### config.mk
export PLATFORM = sky130hd
export DESIGN_NAME = ip_natv_wrapper
export DESIGN_NICKNAME = d
export VERILOG_FILES = /design/src/natv_pkg.sv /design/src/ip_natv_wrapper.sv /design/src/natv_decode.sv /design/src/natv_gpio.sv /design/src/natv_sysctrl.sv /design/src/natv_timer.sv
export VERILOG_INCLUDE_DIRS = /design/src
export SDC_FILE = /design/constraint.sdc
export NUM_CORES = 1
export LEC_CHECK = 0
export BUFFER_PORTS_ARGS = -buffer_cell sky130_fd_sc_hd__buf_2
export CELL_PAD_IN_SITES_DETAIL_PLACEMENT = 0
export CELL_PAD_IN_SITES_GLOBAL_PLACEMENT = 1
export CORE_ASPECT_RATIO = 1.25
export CORE_MARGIN = 4
export CORE_UTILIZATION = 49
export DETAILED_ROUTE_END_ITERATION = 7
export PLACE_DENSITY = 0.89
export SYNTH_ARGS = -nofsm -noshare
export SYNTH_HDL_FRONTEND = slang
export SYNTH_SLANG_ARGS = --single-unit
export TNS_END_PERCENT = 1
### constraint.sdc
create_clock -name clk_i -period 5.7 [get_ports clk_i]
set_input_delay 0.57 -clock clk_i [delete_from_list [all_inputs] [get_ports clk_i]]
set_output_delay 0.57 -clock clk_i [all_outputs]
set_load 0.05 [all_outputs]
### src/mmap_define.svh
// address map of the native-bus peripheral region
// region code sits in addr[31:28], peripheral selector in addr[15:8]
`ifndef MMAP_DEFINE_SVH
`define MMAP_DEFINE_SVH

// register region
`define NATV_IP_START     4'h1

// peripheral selectors inside the region
`define NMI_SYSCTRL_START 8'h00
`define NMI_GPIO_START    8'h01
`define NMI_TIM0_START    8'h02
`define NMI_TIM1_START    8'h03

`endif

### src/natv_pkg.sv
// bus widths, register indices and interrupt positions of the native-bus cluster
// referenced by scoped name from every RTL block and the testbench
package natv_pkg;

  localparam int ADDR_W    = 32;
  localparam int DATA_W    = 32;
  localparam int STRB_W    = 4;
  localparam int REG_IDX_W = 6;

  // sysctrl registers
  localparam logic [REG_IDX_W-1:0] SYS_ID       = 6'd0;
  localparam logic [REG_IDX_W-1:0] SYS_SCRATCH  = 6'd1;
  localparam logic [REG_IDX_W-1:0] SYS_IRQ_MASK = 6'd2;
  localparam logic [REG_IDX_W-1:0] SYS_IRQ_PEND = 6'd3;

  // gpio registers
  localparam logic [REG_IDX_W-1:0] GPIO_OUT  = 6'd0;
  localparam logic [REG_IDX_W-1:0] GPIO_OE   = 6'd1;
  localparam logic [REG_IDX_W-1:0] GPIO_IN   = 6'd2;
  localparam logic [REG_IDX_W-1:0] GPIO_RISE = 6'd3;
  localparam logic [REG_IDX_W-1:0] GPIO_IE   = 6'd4;

  // timer registers
  localparam logic [REG_IDX_W-1:0] TIM_CTRL     = 6'd0;
  localparam logic [REG_IDX_W-1:0] TIM_PRESCALE = 6'd1;
  localparam logic [REG_IDX_W-1:0] TIM_COMPARE  = 6'd2;
  localparam logic [REG_IDX_W-1:0] TIM_COUNT    = 6'd3;
  localparam logic [REG_IDX_W-1:0] TIM_STATUS   = 6'd4;

  localparam int IRQ_NUM  = 3;
  localparam int IRQ_TIM0 = 0;
  localparam int IRQ_TIM1 = 1;
  localparam int IRQ_GPIO = 2;

  localparam logic [DATA_W-1:0] SYSCTRL_ID = 32'h4e4d_0100;

  // byte lanes with a set strobe take the new word
  function automatic logic [DATA_W-1:0] merge_bytes(
    input logic [DATA_W-1:0] old_word,
    input logic [DATA_W-1:0] new_word,
    input logic [STRB_W-1:0] strb
  );
    logic [DATA_W-1:0] res;
    res = old_word;
    for (int i = 0; i < STRB_W; i++) begin
      if (strb[i]) begin
        res[i*8 +: 8] = new_word[i*8 +: 8];
      end
    end
    return res;
  endfunction

endpackage

### src/ip_natv_wrapper.sv
// native-bus peripheral cluster: decoder, sysctrl, gpio and two timers
// sysctrl gathers the peripheral interrupts and drives the masked vector
`timescale 1ns/1ps

module ip_natv_wrapper #(
  parameter int GPIO_W = 8,
  parameter int TIM0_W = 32,
  parameter int TIM1_W = 16
) (
  input  logic                           clk_i,
  input  logic                           reset_i,
  input  logic                           nmi_valid_i,
  input  logic [natv_pkg::ADDR_W-1:0]    nmi_addr_i,
  input  logic [natv_pkg::DATA_W-1:0]    nmi_wdata_i,
  input  logic [natv_pkg::STRB_W-1:0]    nmi_wstrb_i,
  output logic                           nmi_ready_o,
  output logic [natv_pkg::DATA_W-1:0]    nmi_rdata_o,
  input  logic [GPIO_W-1:0]              gpio_in_i,
  output logic [GPIO_W-1:0]              gpio_out_o,
  output logic [GPIO_W-1:0]              gpio_oe_o,
  output logic [natv_pkg::IRQ_NUM-1:0]   irq_o
);

  logic [natv_pkg::REG_IDX_W-1:0] s_reg_idx;
  logic [natv_pkg::DATA_W-1:0]    s_wdata;
  logic [natv_pkg::STRB_W-1:0]    s_wstrb;
  logic s_sys_valid, s_gpio_valid, s_tim0_valid, s_tim1_valid;
  logic s_sys_ready, s_gpio_ready, s_tim0_ready, s_tim1_ready;
  logic [natv_pkg::DATA_W-1:0]    s_sys_rdata, s_gpio_rdata, s_tim0_rdata, s_tim1_rdata;
  // raw interrupt lines before masking
  logic [natv_pkg::IRQ_NUM-1:0]   s_irq_raw;

  natv_decode u_natv_decode (
    .clk_i        (clk_i),
    .reset_i      (reset_i),
    .nmi_valid_i  (nmi_valid_i),
    .nmi_addr_i   (nmi_addr_i),
    .nmi_wdata_i  (nmi_wdata_i),
    .nmi_wstrb_i  (nmi_wstrb_i),
    .nmi_ready_o  (nmi_ready_o),
    .nmi_rdata_o  (nmi_rdata_o),
    .sys_ready_i  (s_sys_ready),
    .gpio_ready_i (s_gpio_ready),
    .tim0_ready_i (s_tim0_ready),
    .tim1_ready_i (s_tim1_ready),
    .sys_rdata_i  (s_sys_rdata),
    .gpio_rdata_i (s_gpio_rdata),
    .tim0_rdata_i (s_tim0_rdata),
    .tim1_rdata_i (s_tim1_rdata),
    .sys_valid_o  (s_sys_valid),
    .gpio_valid_o (s_gpio_valid),
    .tim0_valid_o (s_tim0_valid),
    .tim1_valid_o (s_tim1_valid),
    .reg_idx_o    (s_reg_idx),
    .wdata_o      (s_wdata),
    .wstrb_o      (s_wstrb)
  );

  natv_sysctrl u_natv_sysctrl (
    .clk_i     (clk_i),
    .reset_i   (reset_i),
    .valid_i   (s_sys_valid),
    .reg_idx_i (s_reg_idx),
    .wdata_i   (s_wdata),
    .wstrb_i   (s_wstrb),
    .irq_raw_i (s_irq_raw),
    .ready_o   (s_sys_ready),
    .rdata_o   (s_sys_rdata),
    .irq_o     (irq_o)
  );

  natv_gpio #(
    .GPIO_W (GPIO_W)
  ) u_natv_gpio (
    .clk_i      (clk_i),
    .reset_i    (reset_i),
    .valid_i    (s_gpio_valid),
    .reg_idx_i  (s_reg_idx),
    .wdata_i    (s_wdata),
    .wstrb_i    (s_wstrb),
    .gpio_in_i  (gpio_in_i),
    .ready_o    (s_gpio_ready),
    .rdata_o    (s_gpio_rdata),
    .gpio_out_o (gpio_out_o),
    .gpio_oe_o  (gpio_oe_o),
    .irq_o      (s_irq_raw[natv_pkg::IRQ_GPIO])
  );

  natv_timer #(
    .CNT_W (TIM0_W)
  ) u_timer0 (
    .clk_i     (clk_i),
    .reset_i   (reset_i),
    .valid_i   (s_tim0_valid),
    .reg_idx_i (s_reg_idx),
    .wdata_i   (s_wdata),
    .wstrb_i   (s_wstrb),
    .ready_o   (s_tim0_ready),
    .rdata_o   (s_tim0_rdata),
    .irq_o     (s_irq_raw[natv_pkg::IRQ_TIM0])
  );

  natv_timer #(
    .CNT_W (TIM1_W)
  ) u_timer1 (
    .clk_i     (clk_i),
    .reset_i   (reset_i),
    .valid_i   (s_tim1_valid),
    .reg_idx_i (s_reg_idx),
    .wdata_i   (s_wdata),
    .wstrb_i   (s_wstrb),
    .ready_o   (s_tim1_ready),
    .rdata_o   (s_tim1_rdata),
    .irq_o     (s_irq_raw[natv_pkg::IRQ_TIM1])
  );

endmodule

### src/natv_decode.sv
// address decoder of the native bus, one valid strobe per peripheral
// also answers accesses that hit no peripheral with a zero read
`timescale 1ns/1ps
`include "mmap_define.svh"

module natv_decode (
  input  logic                             clk_i,
  input  logic                             reset_i,
  input  logic                             nmi_valid_i,
  input  logic [natv_pkg::ADDR_W-1:0]      nmi_addr_i,
  input  logic [natv_pkg::DATA_W-1:0]      nmi_wdata_i,
  input  logic [natv_pkg::STRB_W-1:0]      nmi_wstrb_i,
  output logic                             nmi_ready_o,
  output logic [natv_pkg::DATA_W-1:0]      nmi_rdata_o,
  input  logic                             sys_ready_i,
  input  logic                             gpio_ready_i,
  input  logic                             tim0_ready_i,
  input  logic                             tim1_ready_i,
  input  logic [natv_pkg::DATA_W-1:0]      sys_rdata_i,
  input  logic [natv_pkg::DATA_W-1:0]      gpio_rdata_i,
  input  logic [natv_pkg::DATA_W-1:0]      tim0_rdata_i,
  input  logic [natv_pkg::DATA_W-1:0]      tim1_rdata_i,
  output logic                             sys_valid_o,
  output logic                             gpio_valid_o,
  output logic                             tim0_valid_o,
  output logic                             tim1_valid_o,
  output logic [natv_pkg::REG_IDX_W-1:0]   reg_idx_o,
  output logic [natv_pkg::DATA_W-1:0]      wdata_o,
  output logic [natv_pkg::STRB_W-1:0]      wstrb_o
);

  logic       region_hit;
  logic [7:0] sel;
  logic       sys_hit;
  logic       gpio_hit;
  logic       tim0_hit;
  logic       tim1_hit;
  logic       miss;
  logic       miss_ready_q;
  logic       sys_ack;
  logic       gpio_ack;
  logic       tim0_ack;
  logic       tim1_ack;

  assign region_hit = (nmi_addr_i[31:28] == `NATV_IP_START);
  assign sel        = nmi_addr_i[15:8];

  assign sys_hit  = region_hit && (sel == `NMI_SYSCTRL_START);
  assign gpio_hit = region_hit && (sel == `NMI_GPIO_START);
  assign tim0_hit = region_hit && (sel == `NMI_TIM0_START);
  assign tim1_hit = region_hit && (sel == `NMI_TIM1_START);

  assign sys_valid_o  = nmi_valid_i && sys_hit;
  assign gpio_valid_o = nmi_valid_i && gpio_hit;
  assign tim0_valid_o = nmi_valid_i && tim0_hit;
  assign tim1_valid_o = nmi_valid_i && tim1_hit;

  // shared request fields
  assign reg_idx_o = nmi_addr_i[7:2];
  assign wdata_o   = nmi_wdata_i;
  assign wstrb_o   = nmi_wstrb_i;

  // default responder, writes are dropped
  assign miss = nmi_valid_i && !(sys_hit || gpio_hit || tim0_hit || tim1_hit);

  always_ff @(posedge clk_i) begin
    if (reset_i) begin
      miss_ready_q <= 1'b0;
    end else begin
      miss_ready_q <= miss && !miss_ready_q;
    end
  end

  assign sys_ack  = sys_valid_o && sys_ready_i;
  assign gpio_ack = gpio_valid_o && gpio_ready_i;
  assign tim0_ack = tim0_valid_o && tim0_ready_i;
  assign tim1_ack = tim1_valid_o && tim1_ready_i;

  assign nmi_ready_o = sys_ack | gpio_ack | tim0_ack | tim1_ack | (miss && miss_ready_q);

  assign nmi_rdata_o = ({natv_pkg::DATA_W{sys_ack}}  & sys_rdata_i)  |
                       ({natv_pkg::DATA_W{gpio_ack}} & gpio_rdata_i) |
                       ({natv_pkg::DATA_W{tim0_ack}} & tim0_rdata_i) |
                       ({natv_pkg::DATA_W{tim1_ack}} & tim1_rdata_i);

endmodule

### src/natv_gpio.sv
// gpio port with output, output-enable and synchronized input registers
// rising input edges latch flags that can raise one interrupt line
`timescale 1ns/1ps

module natv_gpio #(
  parameter int GPIO_W = 8
) (
  input  logic                             clk_i,
  input  logic                             reset_i,
  input  logic                             valid_i,
  input  logic [natv_pkg::REG_IDX_W-1:0]   reg_idx_i,
  input  logic [natv_pkg::DATA_W-1:0]      wdata_i,
  input  logic [natv_pkg::STRB_W-1:0]      wstrb_i,
  input  logic [GPIO_W-1:0]                gpio_in_i,
  output logic                             ready_o,
  output logic [natv_pkg::DATA_W-1:0]      rdata_o,
  output logic [GPIO_W-1:0]                gpio_out_o,
  output logic [GPIO_W-1:0]                gpio_oe_o,
  output logic                             irq_o
);

  logic                         ready_q;
  logic                         wr_en;
  logic [GPIO_W-1:0]            out_q;
  logic [GPIO_W-1:0]            oe_q;
  logic [GPIO_W-1:0]            ie_q;
  logic [GPIO_W-1:0]            rise_q;
  logic [GPIO_W-1:0]            sync1_q;
  logic [GPIO_W-1:0]            sync2_q;
  logic [GPIO_W-1:0]            prev_q;
  logic [GPIO_W-1:0]            rise_set;
  logic [GPIO_W-1:0]            rise_clr;
  logic [natv_pkg::DATA_W-1:0]  rd_word;
  logic [natv_pkg::DATA_W-1:0]  wr_word;
  logic [natv_pkg::DATA_W-1:0]  clr_word;

  assign wr_en    = valid_i && !ready_q && (|wstrb_i);
  assign wr_word  = natv_pkg::merge_bytes(rd_word, wdata_i, wstrb_i);
  // write-one-to-clear only over the strobed lanes
  assign clr_word = natv_pkg::merge_bytes('0, wdata_i, wstrb_i);

  assign rise_set = sync2_q & ~prev_q;
  assign rise_clr = (wr_en && reg_idx_i == natv_pkg::GPIO_RISE) ?
                    clr_word[GPIO_W-1:0] : '0;

  always_comb begin
    rd_word = '0;
    case (reg_idx_i)
      natv_pkg::GPIO_OUT:  rd_word[GPIO_W-1:0] = out_q;
      natv_pkg::GPIO_OE:   rd_word[GPIO_W-1:0] = oe_q;
      natv_pkg::GPIO_IN:   rd_word[GPIO_W-1:0] = sync2_q;
      natv_pkg::GPIO_RISE: rd_word[GPIO_W-1:0] = rise_q;
      natv_pkg::GPIO_IE:   rd_word[GPIO_W-1:0] = ie_q;
      default:             rd_word = '0;
    endcase
  end

  // two-flop synchronizer, prev_q holds the last synchronized value
  always_ff @(posedge clk_i) begin
    if (reset_i) begin
      sync1_q <= '0;
      sync2_q <= '0;
      prev_q  <= '0;
    end else begin
      sync1_q <= gpio_in_i;
      sync2_q <= sync1_q;
      prev_q  <= sync2_q;
    end
  end

  always_ff @(posedge clk_i) begin
    if (reset_i) begin
      ready_q <= 1'b0;
      out_q   <= '0;
      oe_q    <= '0;
      ie_q    <= '0;
      rise_q  <= '0;
    end else begin
      ready_q <= valid_i && !ready_q;
      // a new edge wins over a clear in the same cycle
      rise_q  <= (rise_q & ~rise_clr) | rise_set;
      if (wr_en) begin
        case (reg_idx_i)
          natv_pkg::GPIO_OUT: out_q <= wr_word[GPIO_W-1:0];
          natv_pkg::GPIO_OE:  oe_q <= wr_word[GPIO_W-1:0];
          natv_pkg::GPIO_IE:  ie_q <= wr_word[GPIO_W-1:0];
          default: ;
        endcase
      end
    end
  end

  assign ready_o    = ready_q;
  assign rdata_o    = rd_word;
  assign gpio_out_o = out_q;
  assign gpio_oe_o  = oe_q;
  assign irq_o      = |(rise_q & ie_q);

endmodule

### src/natv_sysctrl.sv
// system control block with identity, scratch and interrupt mask
// masks the raw interrupt vector gathered from the peripherals
`timescale 1ns/1ps

module natv_sysctrl (
  input  logic                             clk_i,
  input  logic                             reset_i,
  input  logic                             valid_i,
  input  logic [natv_pkg::REG_IDX_W-1:0]   reg_idx_i,
  input  logic [natv_pkg::DATA_W-1:0]      wdata_i,
  input  logic [natv_pkg::STRB_W-1:0]      wstrb_i,
  input  logic [natv_pkg::IRQ_NUM-1:0]     irq_raw_i,
  output logic                             ready_o,
  output logic [natv_pkg::DATA_W-1:0]      rdata_o,
  output logic [natv_pkg::IRQ_NUM-1:0]     irq_o
);

  logic                          ready_q;
  logic                          wr_en;
  logic [natv_pkg::DATA_W-1:0]   scratch_q;
  logic [natv_pkg::IRQ_NUM-1:0]  mask_q;
  logic [natv_pkg::DATA_W-1:0]   rd_word;
  logic [natv_pkg::DATA_W-1:0]   wr_word;

  assign wr_en   = valid_i && !ready_q && (|wstrb_i);
  assign wr_word = natv_pkg::merge_bytes(rd_word, wdata_i, wstrb_i);

  always_comb begin
    rd_word = '0;
    case (reg_idx_i)
      natv_pkg::SYS_ID:       rd_word = natv_pkg::SYSCTRL_ID;
      natv_pkg::SYS_SCRATCH:  rd_word = scratch_q;
      natv_pkg::SYS_IRQ_MASK: rd_word[natv_pkg::IRQ_NUM-1:0] = mask_q;
      // pending shows the raw lines before masking
      natv_pkg::SYS_IRQ_PEND: rd_word[natv_pkg::IRQ_NUM-1:0] = irq_raw_i;
      default:                rd_word = '0;
    endcase
  end

  always_ff @(posedge clk_i) begin
    if (reset_i) begin
      ready_q   <= 1'b0;
      scratch_q <= '0;
      mask_q    <= '0;
    end else begin
      ready_q <= valid_i && !ready_q;
      if (wr_en) begin
        case (reg_idx_i)
          natv_pkg::SYS_SCRATCH:  scratch_q <= wr_word;
          natv_pkg::SYS_IRQ_MASK: mask_q <= wr_word[natv_pkg::IRQ_NUM-1:0];
          default: ;
        endcase
      end
    end
  end

  assign ready_o = ready_q;
  assign rdata_o = rd_word;
  assign irq_o   = irq_raw_i & mask_q;

endmodule

### src/natv_timer.sv
// prescaled timer with a compare match and a sticky match flag
// the count wraps to zero on a match, the flag is cleared by writing one
`timescale 1ns/1ps

module natv_timer #(
  parameter int CNT_W = 32
) (
  input  logic                             clk_i,
  input  logic                             reset_i,
  input  logic                             valid_i,
  input  logic [natv_pkg::REG_IDX_W-1:0]   reg_idx_i,
  input  logic [natv_pkg::DATA_W-1:0]      wdata_i,
  input  logic [natv_pkg::STRB_W-1:0]      wstrb_i,
  output logic                             ready_o,
  output logic [natv_pkg::DATA_W-1:0]      rdata_o,
  output logic                             irq_o
);

  logic                         ready_q;
  logic                         wr_en;
  logic [1:0]                   ctrl_q;
  logic [CNT_W-1:0]             pre_q;
  logic [CNT_W-1:0]             pre_cnt_q;
  logic [CNT_W-1:0]             cmp_q;
  logic [CNT_W-1:0]             cnt_q;
  logic                         flag_q;
  logic                         pre_done;
  logic                         tick;
  logic                         hit;
  logic                         flag_clr;
  logic [natv_pkg::DATA_W-1:0]  rd_word;
  logic [natv_pkg::DATA_W-1:0]  wr_word;

  assign wr_en   = valid_i && !ready_q && (|wstrb_i);
  assign wr_word = natv_pkg::merge_bytes(rd_word, wdata_i, wstrb_i);

  // ctrl[0] enables counting
  assign pre_done = (pre_cnt_q == pre_q);
  assign tick     = ctrl_q[0] && pre_done;
  assign hit      = (cnt_q == cmp_q);
  assign flag_clr = wr_en && (reg_idx_i == natv_pkg::TIM_STATUS) && wstrb_i[0] && wdata_i[0];

  always_comb begin
    rd_word = '0;
    case (reg_idx_i)
      natv_pkg::TIM_CTRL:     rd_word[1:0] = ctrl_q;
      natv_pkg::TIM_PRESCALE: rd_word[CNT_W-1:0] = pre_q;
      natv_pkg::TIM_COMPARE:  rd_word[CNT_W-1:0] = cmp_q;
      natv_pkg::TIM_COUNT:    rd_word[CNT_W-1:0] = cnt_q;
      natv_pkg::TIM_STATUS:   rd_word[0] = flag_q;
      default:                rd_word = '0;
    endcase
  end

  always_ff @(posedge clk_i) begin
    if (reset_i) begin
      ready_q   <= 1'b0;
      ctrl_q    <= '0;
      pre_q     <= '0;
      pre_cnt_q <= '0;
      cmp_q     <= '0;
      cnt_q     <= '0;
      flag_q    <= 1'b0;
    end else begin
      ready_q <= valid_i && !ready_q;
      if (ctrl_q[0]) begin
        pre_cnt_q <= pre_done ? '0 : pre_cnt_q + 1'b1;
      end
      if (tick) begin
        cnt_q <= hit ? '0 : cnt_q + 1'b1;
      end
      // set has priority over a clear in the same cycle
      flag_q <= (flag_q && !flag_clr) || (tick && hit);
      // register writes override the counting above
      if (wr_en) begin
        case (reg_idx_i)
          natv_pkg::TIM_CTRL: ctrl_q <= wr_word[1:0];
          natv_pkg::TIM_PRESCALE: begin
            pre_q     <= wr_word[CNT_W-1:0];
            pre_cnt_q <= '0;
          end
          natv_pkg::TIM_COMPARE: cmp_q <= wr_word[CNT_W-1:0];
          natv_pkg::TIM_COUNT:   cnt_q <= wr_word[CNT_W-1:0];
          default: ;
        endcase
      end
    end
  end

  assign ready_o = ready_q;
  assign rdata_o = rd_word;
  // ctrl[1] enables the interrupt
  assign irq_o   = flag_q && ctrl_q[1];

endmodule

; Word-level counts from Yosys, hierarchy flattened
; Cells that the tools add are included.
[totals]
register_bits = 294
in_bits = 79
output_inout_bits = 52
[classes]
addsub = 4
n_mux = 38
n_eq_ne = 12
reduce_logical = 66
bitwise_logic = 18
[ops]
columns = op, count
row1 = 32-bit two-way mux, 8
row2 = 16-bit two-way mux, 8
row3 = 8-bit two-way mux, 13
row4 = 32-bit OR, 3
row5 = 30-bit case mux with 3 select lines, 1
row6 = 32-bit by 1-bit adder with 32-bit output (second input constant), 2
row7 = 32-bit AND, 2
row8 = 32-bit == test, 2
row9 = 29-bit case mux with 2 select lines, 1
row10 = 14-bit case mux with 3 select lines, 1
row11 = 8-bit case mux with 5 select lines, 1
row12 = 1-bit logical AND, 38
row13 = 16-bit by 1-bit adder with 16-bit output (second input constant), 2
row14 = 32-bit by 16-bit AND with 32-bit output, 1
row15 = 32-bit by 8-bit AND with 32-bit output, 1
row16 = 16-bit == test, 2
row17 = 8-bit AND, 3
row18 = 2-bit AND reduction, 11
row19 = 8-bit by 2-bit == test with 1-bit output (second input constant), 2
row20 = 8-bit inverter, 2
row21 = 6-bit by 2-bit == test with 1-bit output (second input constant), 2
row22 = 1-bit case mux with 5 select lines, 2
row23 = 3-bit case mux with 3 select lines, 1
row24 = 8-bit by 1-bit == test with 1-bit output (second input constant), 1
row25 = other kinds (13), 28

; Logic depth before layout (Yosys ltp)
[depth]
depth_word = 11
mapped_depth = 11

; By module
; From an unflattened synthesis, not the netlist that was laid out.
[unflattened]
hier_cells = 2190
area_unflattened_um2 = 18044.8
[by_module_without_submodules]
columns = mod, area_per_inst_um2, cells_each, instances, seq_area_each_um2
row1 = natv_timer (u_timer0), 7762.4, 1019, 1, 2642.5
row2 = natv_timer (u_timer1), 4102.7, 512, 1, 1361.3
row3 = natv_gpio, 2697.6, 280, 1, 1141.1
row4 = natv_decode, 1767.9, 187, 1, 20.0
row5 = natv_sysctrl, 1714.1, 192, 1, 720.7

; Worst setup path before layout
; OpenSTA, ideal clock, no wires.
[synth_timing]
path_type = input-to-output
start = input nmi_addr_i[5] (netlist bit)
end = output nmi_rdata_o[8] (netlist bit)
arrival_time_ps = 3053
path_stages = 7
path_slack_ps = 2077
path_buffers = 3
t_required_ps = 5130
cell_sequence = or4_1 > buf_2 > nor3_2 > buf_2 > buf_2 > a21oi_1 > o21ai_0
[synth_between]
elab_chain_cells = 6
elab_cells_between_ends = 13
[synth_lines]
columns = item, line_no
row1 = "start, declared", ip_natv_wrapper.sv:13  ; input logic [natv_pkg::ADDR_W-1:0] nmi_addr_i,
row2 = 6-bit by 1-bit == test with 1-bit output or 6-bit zero test (tied branches), "natv_sysctrl.sv:30, natv_timer.sv:45"
row3 = 29-bit case mux with 2 select lines, natv_sysctrl.sv:30  ; case (reg_idx_i)
row4 = 32-bit AND, natv_decode.sv:81  ; assign nmi_rdata_o = ({natv_pkg::DATA_W{sys_ack}} & sys_rdata_i) |
row5 = 32-bit OR, natv_decode.sv:81
row6 = 32-bit OR, natv_decode.sv:82  ; ({natv_pkg::DATA_W{gpio_ack}} & gpio_rdata_i) |
row7 = 32-bit OR (*), natv_decode.sv:83  ; ({natv_pkg::DATA_W{tim0_ack}} & tim0_rdata_i) |
row8 = "end, declared", ip_natv_wrapper.sv:17  ; output logic [natv_pkg::DATA_W-1:0] nmi_rdata_o,
; Mark *: on every way between the ends. The rest lies on a longest branch, timed or not.

; Worst setup path in the final report
[layout_timing]
start = input nmi_addr_i[5] (netlist bit)
end = output nmi_rdata_o[29] (netlist bit)
[layout_between]
elab_chain_cells = 6
elab_cells_between_ends = 11
[layout_lines]
columns = item, line_no
row1 = 6-bit by 1-bit == test with 1-bit output or 6-bit zero test (tied branches), "natv_sysctrl.sv:30, natv_timer.sv:45"
row2 = 29-bit case mux with 2 select lines, natv_sysctrl.sv:30
row3 = 32-bit AND, natv_decode.sv:81
row4 = 32-bit OR, natv_decode.sv:81
row5 = 32-bit OR (*), natv_decode.sv:82
row6 = 32-bit OR (*), natv_decode.sv:83
; Marked as above.

==> flow_summary_export.csv <==
group,metric,value,unit
floorplanning,io_pins,131,
grt,grtUsageTotal,0.278,
route,detail-route-antenna-nets,0,
timing,layout_min_cycle_time,4100,ps
power_and_ir_drop,power_leakage,6.51,nW
synthesis,synth.avg_cell_area,7.93,sq um
placement,dpl.hpwl,35.2,mm
route,route.detailed.drc,0,
grt,grt_pass1_wl,79.2,mm
synthesis,ys_ff_latch,294,
power_and_ir_drop,ir_worst_vdd,245,uV
grt,grt_max_degree,77,
synthesis,ys_async_sr_fraction,0,
synthesis,synth_fp_nets,2049,
cts,cts_resized,0,
route,wl_per_cell,20.8,microns
cells_and_area,areaGrowthSynthToFinish,11.4,%
floorplanning,fp.dieH,207,microns
cts,clk_latency,570,ps
critical_path,end_kind,"output port",
critical_path,worstSetupPathType,"in2out",
cts,cts_tree,"done",
timing,slew_viol_final,0,
placement,port_buffers,116,
grt,antenna_found_initial,1,
cts,clk_pin_slew,60,ps
grt,grt-ovfl-total,0,
hold_path,hp-class,"in2reg",
critical_path,cp_max_fo,34,
critical_path,cp-start-kind,"primary input",
cts,cts-root-buf,"clkbuf_16",
status,status,"finished, final reports clean",
cells_and_area,num-fill-cells,3050,
cts,cts_setup_buffers,0,
cells_and_area,fin_nets,2073,
synthesis,yosys.cell_types.count,73,
route,route.vias.total,14700,
synthesis,synth_area,15600,sq um
route,drt_iter0_markers,1263,
cts,cts.hold.buffers_added,0,
cells_and_area,drive_gt1_frac,0.115,
timing,tns,0,ps
timing,setup-violations-final,0,
grt,grt_pass1_vias,14300,
route,routed_via_density,6.08,
route,finalWirelength,50.4,mm
timing,rsz0062_at_grt,"false",
synthesis,synth_edf_count,0,
run,max_cap_violations,0,
timing,clock.fmax,244,MHz
floorplanning,die_area,34700,sq um
synthesis,synth_warnings,0,
critical_path,critPathArrivalTime,3530,ps
cts,clkSinkCount,294,
cts,cts_buffer_depth,3,
route,drt_first_pass_iters,6,
cts,htreeDepth,1,
power_and_ir_drop,power_density,259,nW/um^2
floorplanning,start_util,0.500,
cells_and_area,diodes,0,
timing,worst_hold_slack,210,ps
floorplanning,fp.dieW,168,microns
critical_path,cp.required,5130,ps
cts,cts_buffers,31,
timing,relSlewSlack,0.247,
placement,place.gp.congestion,0.924,
synthesis,synth.yosys.seq_area_share,0.378,
floorplanning,fp-row-count,72,
timing,timing_hold_violations_final,0,
timing,finalCritPeriodShare,0.719,
floorplanning,coreArea,31200,sq um
synthesis,synth_flop_cell,"dfxtp_1",
synthesis,netlist_instances,1966,
timing,max_slew.worst_pin.slew,1130,ps
timing,final.setup_skew,14.7,ps
==> registers in the layout, summed over array words and instances, names as in the netlist, 2 cells and up <==
| signal | count |
|---|---|
| u_natv_gpio.gpio_oe_o | 8 |
| u_natv_gpio.gpio_out_o | 8 |
| u_natv_gpio.ie_q | 8 |
| u_natv_gpio.prev_q | 8 |
| u_natv_gpio.rise_q | 8 |
| u_natv_gpio.sync1_q | 8 |
| u_natv_gpio.sync2_q | 8 |
| u_natv_sysctrl.mask_q | 3 |
| u_natv_sysctrl.scratch_q | 32 |
| u_timer0.cmp_q | 32 |
| u_timer0.cnt_q | 32 |
| u_timer0.ctrl_q | 2 |
| u_timer0.pre_cnt_q | 32 |
| u_timer0.pre_q | 32 |
| u_timer1.cmp_q | 16 |
| u_timer1.cnt_q | 16 |
| u_timer1.ctrl_q | 2 |
| u_timer1.pre_cnt_q | 16 |
| u_timer1.pre_q | 16 |
==> report_power, final <==
group          leakage [nW]  internal [mW]  switching [mW]
Combinational          3.59         0.0537           0.152
Clock                 0.547           1.35           0.864
Sequential             2.37           2.06         0.00657
Total                  6.51           3.47            1.02
==> cells in the final DEF, fill, tap and decap left out, drive strengths merged, types with 7 or more instances in the layout <==
cell,instances
nand2,307
dfxtp,294
nor2,212
a21oi,139
o21ai,139
buf,138
mux2i,82
xnor2,76
xor2,64
a211oi,46
a22o,45
nand3,43
nor2b,41
nand4,41
clkbuf,37
nor3,30
nor4,23
a31oi,22
and3,21
inv,20
o31ai,19
a22oi,15
nand2b,15
o22ai,12
o221ai,9
and4,9
clkinv,9
and2,7
o21bai,7
bufinv,7
or2,7
==> worst paths after layout <==
check	cells after the start	start	slack, ps	endpoint
worst max-delay path	9	nmi_addr_i[5]	1600	nmi_rdata_o[29]
worst min-delay path	2	gpio_in_i[1]	210	u_natv_gpio.sync1_q[1]
worst max register to register	7	u_timer0.pre_q[5]	2540	u_timer0.pre_cnt_q[28]
worst min register to register	1	u_natv_decode.miss_ready_q	430	u_natv_decode.miss_ready_q
==> area by class of cell <==
class	count	area [sq um]	area share
multi-input combinational	1505	9030	0.520
clock inverter	17	263	0.0151
clock buffer	37	838	0.0483
timing repair buffer	138	754	0.0435
inverter	20	75.1	0.00432
sequential	294	5890	0.339
tap	407	509	0.0293
==> stage by stage <==
| step | std cells | power [mW] | util | setup slack, ps | instance area [sq um] |
|---|---|---|---|---|---|
| after floorplan | 1966 | 2.23 | - | 2080 | 15600 |
| after global placement | 2364 | 2.32 | 0.522 | 1710 | 16300 |
| after detailed placement | 2364 | 2.32 | 0.522 | 1700 | 16300 |
| after CTS | 2418 | 4.51 | 0.557 | 1680 | 17400 |
| after global routing | 2418 | 4.61 | 0.557 | 1510 | 17400 |
| final | 2418 | 4.49 | 0.557 | 1600 | 17400 |
==> logic make-up (layout without fill, tap and decap cells) <==
| group | Yosys count | after routing | synth area share |
|---|---|---|---|
| xor gates and xnor gates | 140 | 140 | 0.0787 |
| and+or+nand+nor | 780 | 780 | 0.238 |
| DFF | 294 | 294 | 0.378 |
| buffers and inverters | 167 | 212 | 0.0450 |
| AOI/OAI and AO/OA | 492 | 492 | 0.199 |
| adders and majority gates | 4 | 4 | 0.00321 |
| muxes | 89 | 89 | 0.0592 |
==> per-layer routing <==
layer | vias up | global-route usage | share of wire
met5 | - | 0 | 0
met4 | 0 | 0.119 | 0.046
met3 | 128 | 0.0436 | 0.074
met2 | 649 | 0.450 | 0.46
met1 | 6954 | 0.369 | 0.42
li1 | 6964 | - | -
==> cells in the mapped netlist, types with 25 or more instances <==
cell	count	area, sq um
buf_2	35	175
xor2_1	64	561
nor3_1	25	125
a22o_1	45	394
a21oi_1	137	686
dfxtp_1	294	5890
mux2i_1	82	821
a211oi_1	46	345
nor2_1	210	788
nand4_1	39	244
o21ai_0	132	661
xnor2_1	76	666
nand3_1	42	210
nand2_1	307	1150
clkbuf_1	100	375
nor2b_1	41	257
==> worst max-delay path: stages <==
cell and delay [ps]:
buf_2 120, or4_1 510, buf_4 280, or3_1 560, nor2_2 610, buf_4 340, nand2_1 100, o31ai_1 100
buf_2 330
No activity file was read; power rests on OpenSTA's default activity.
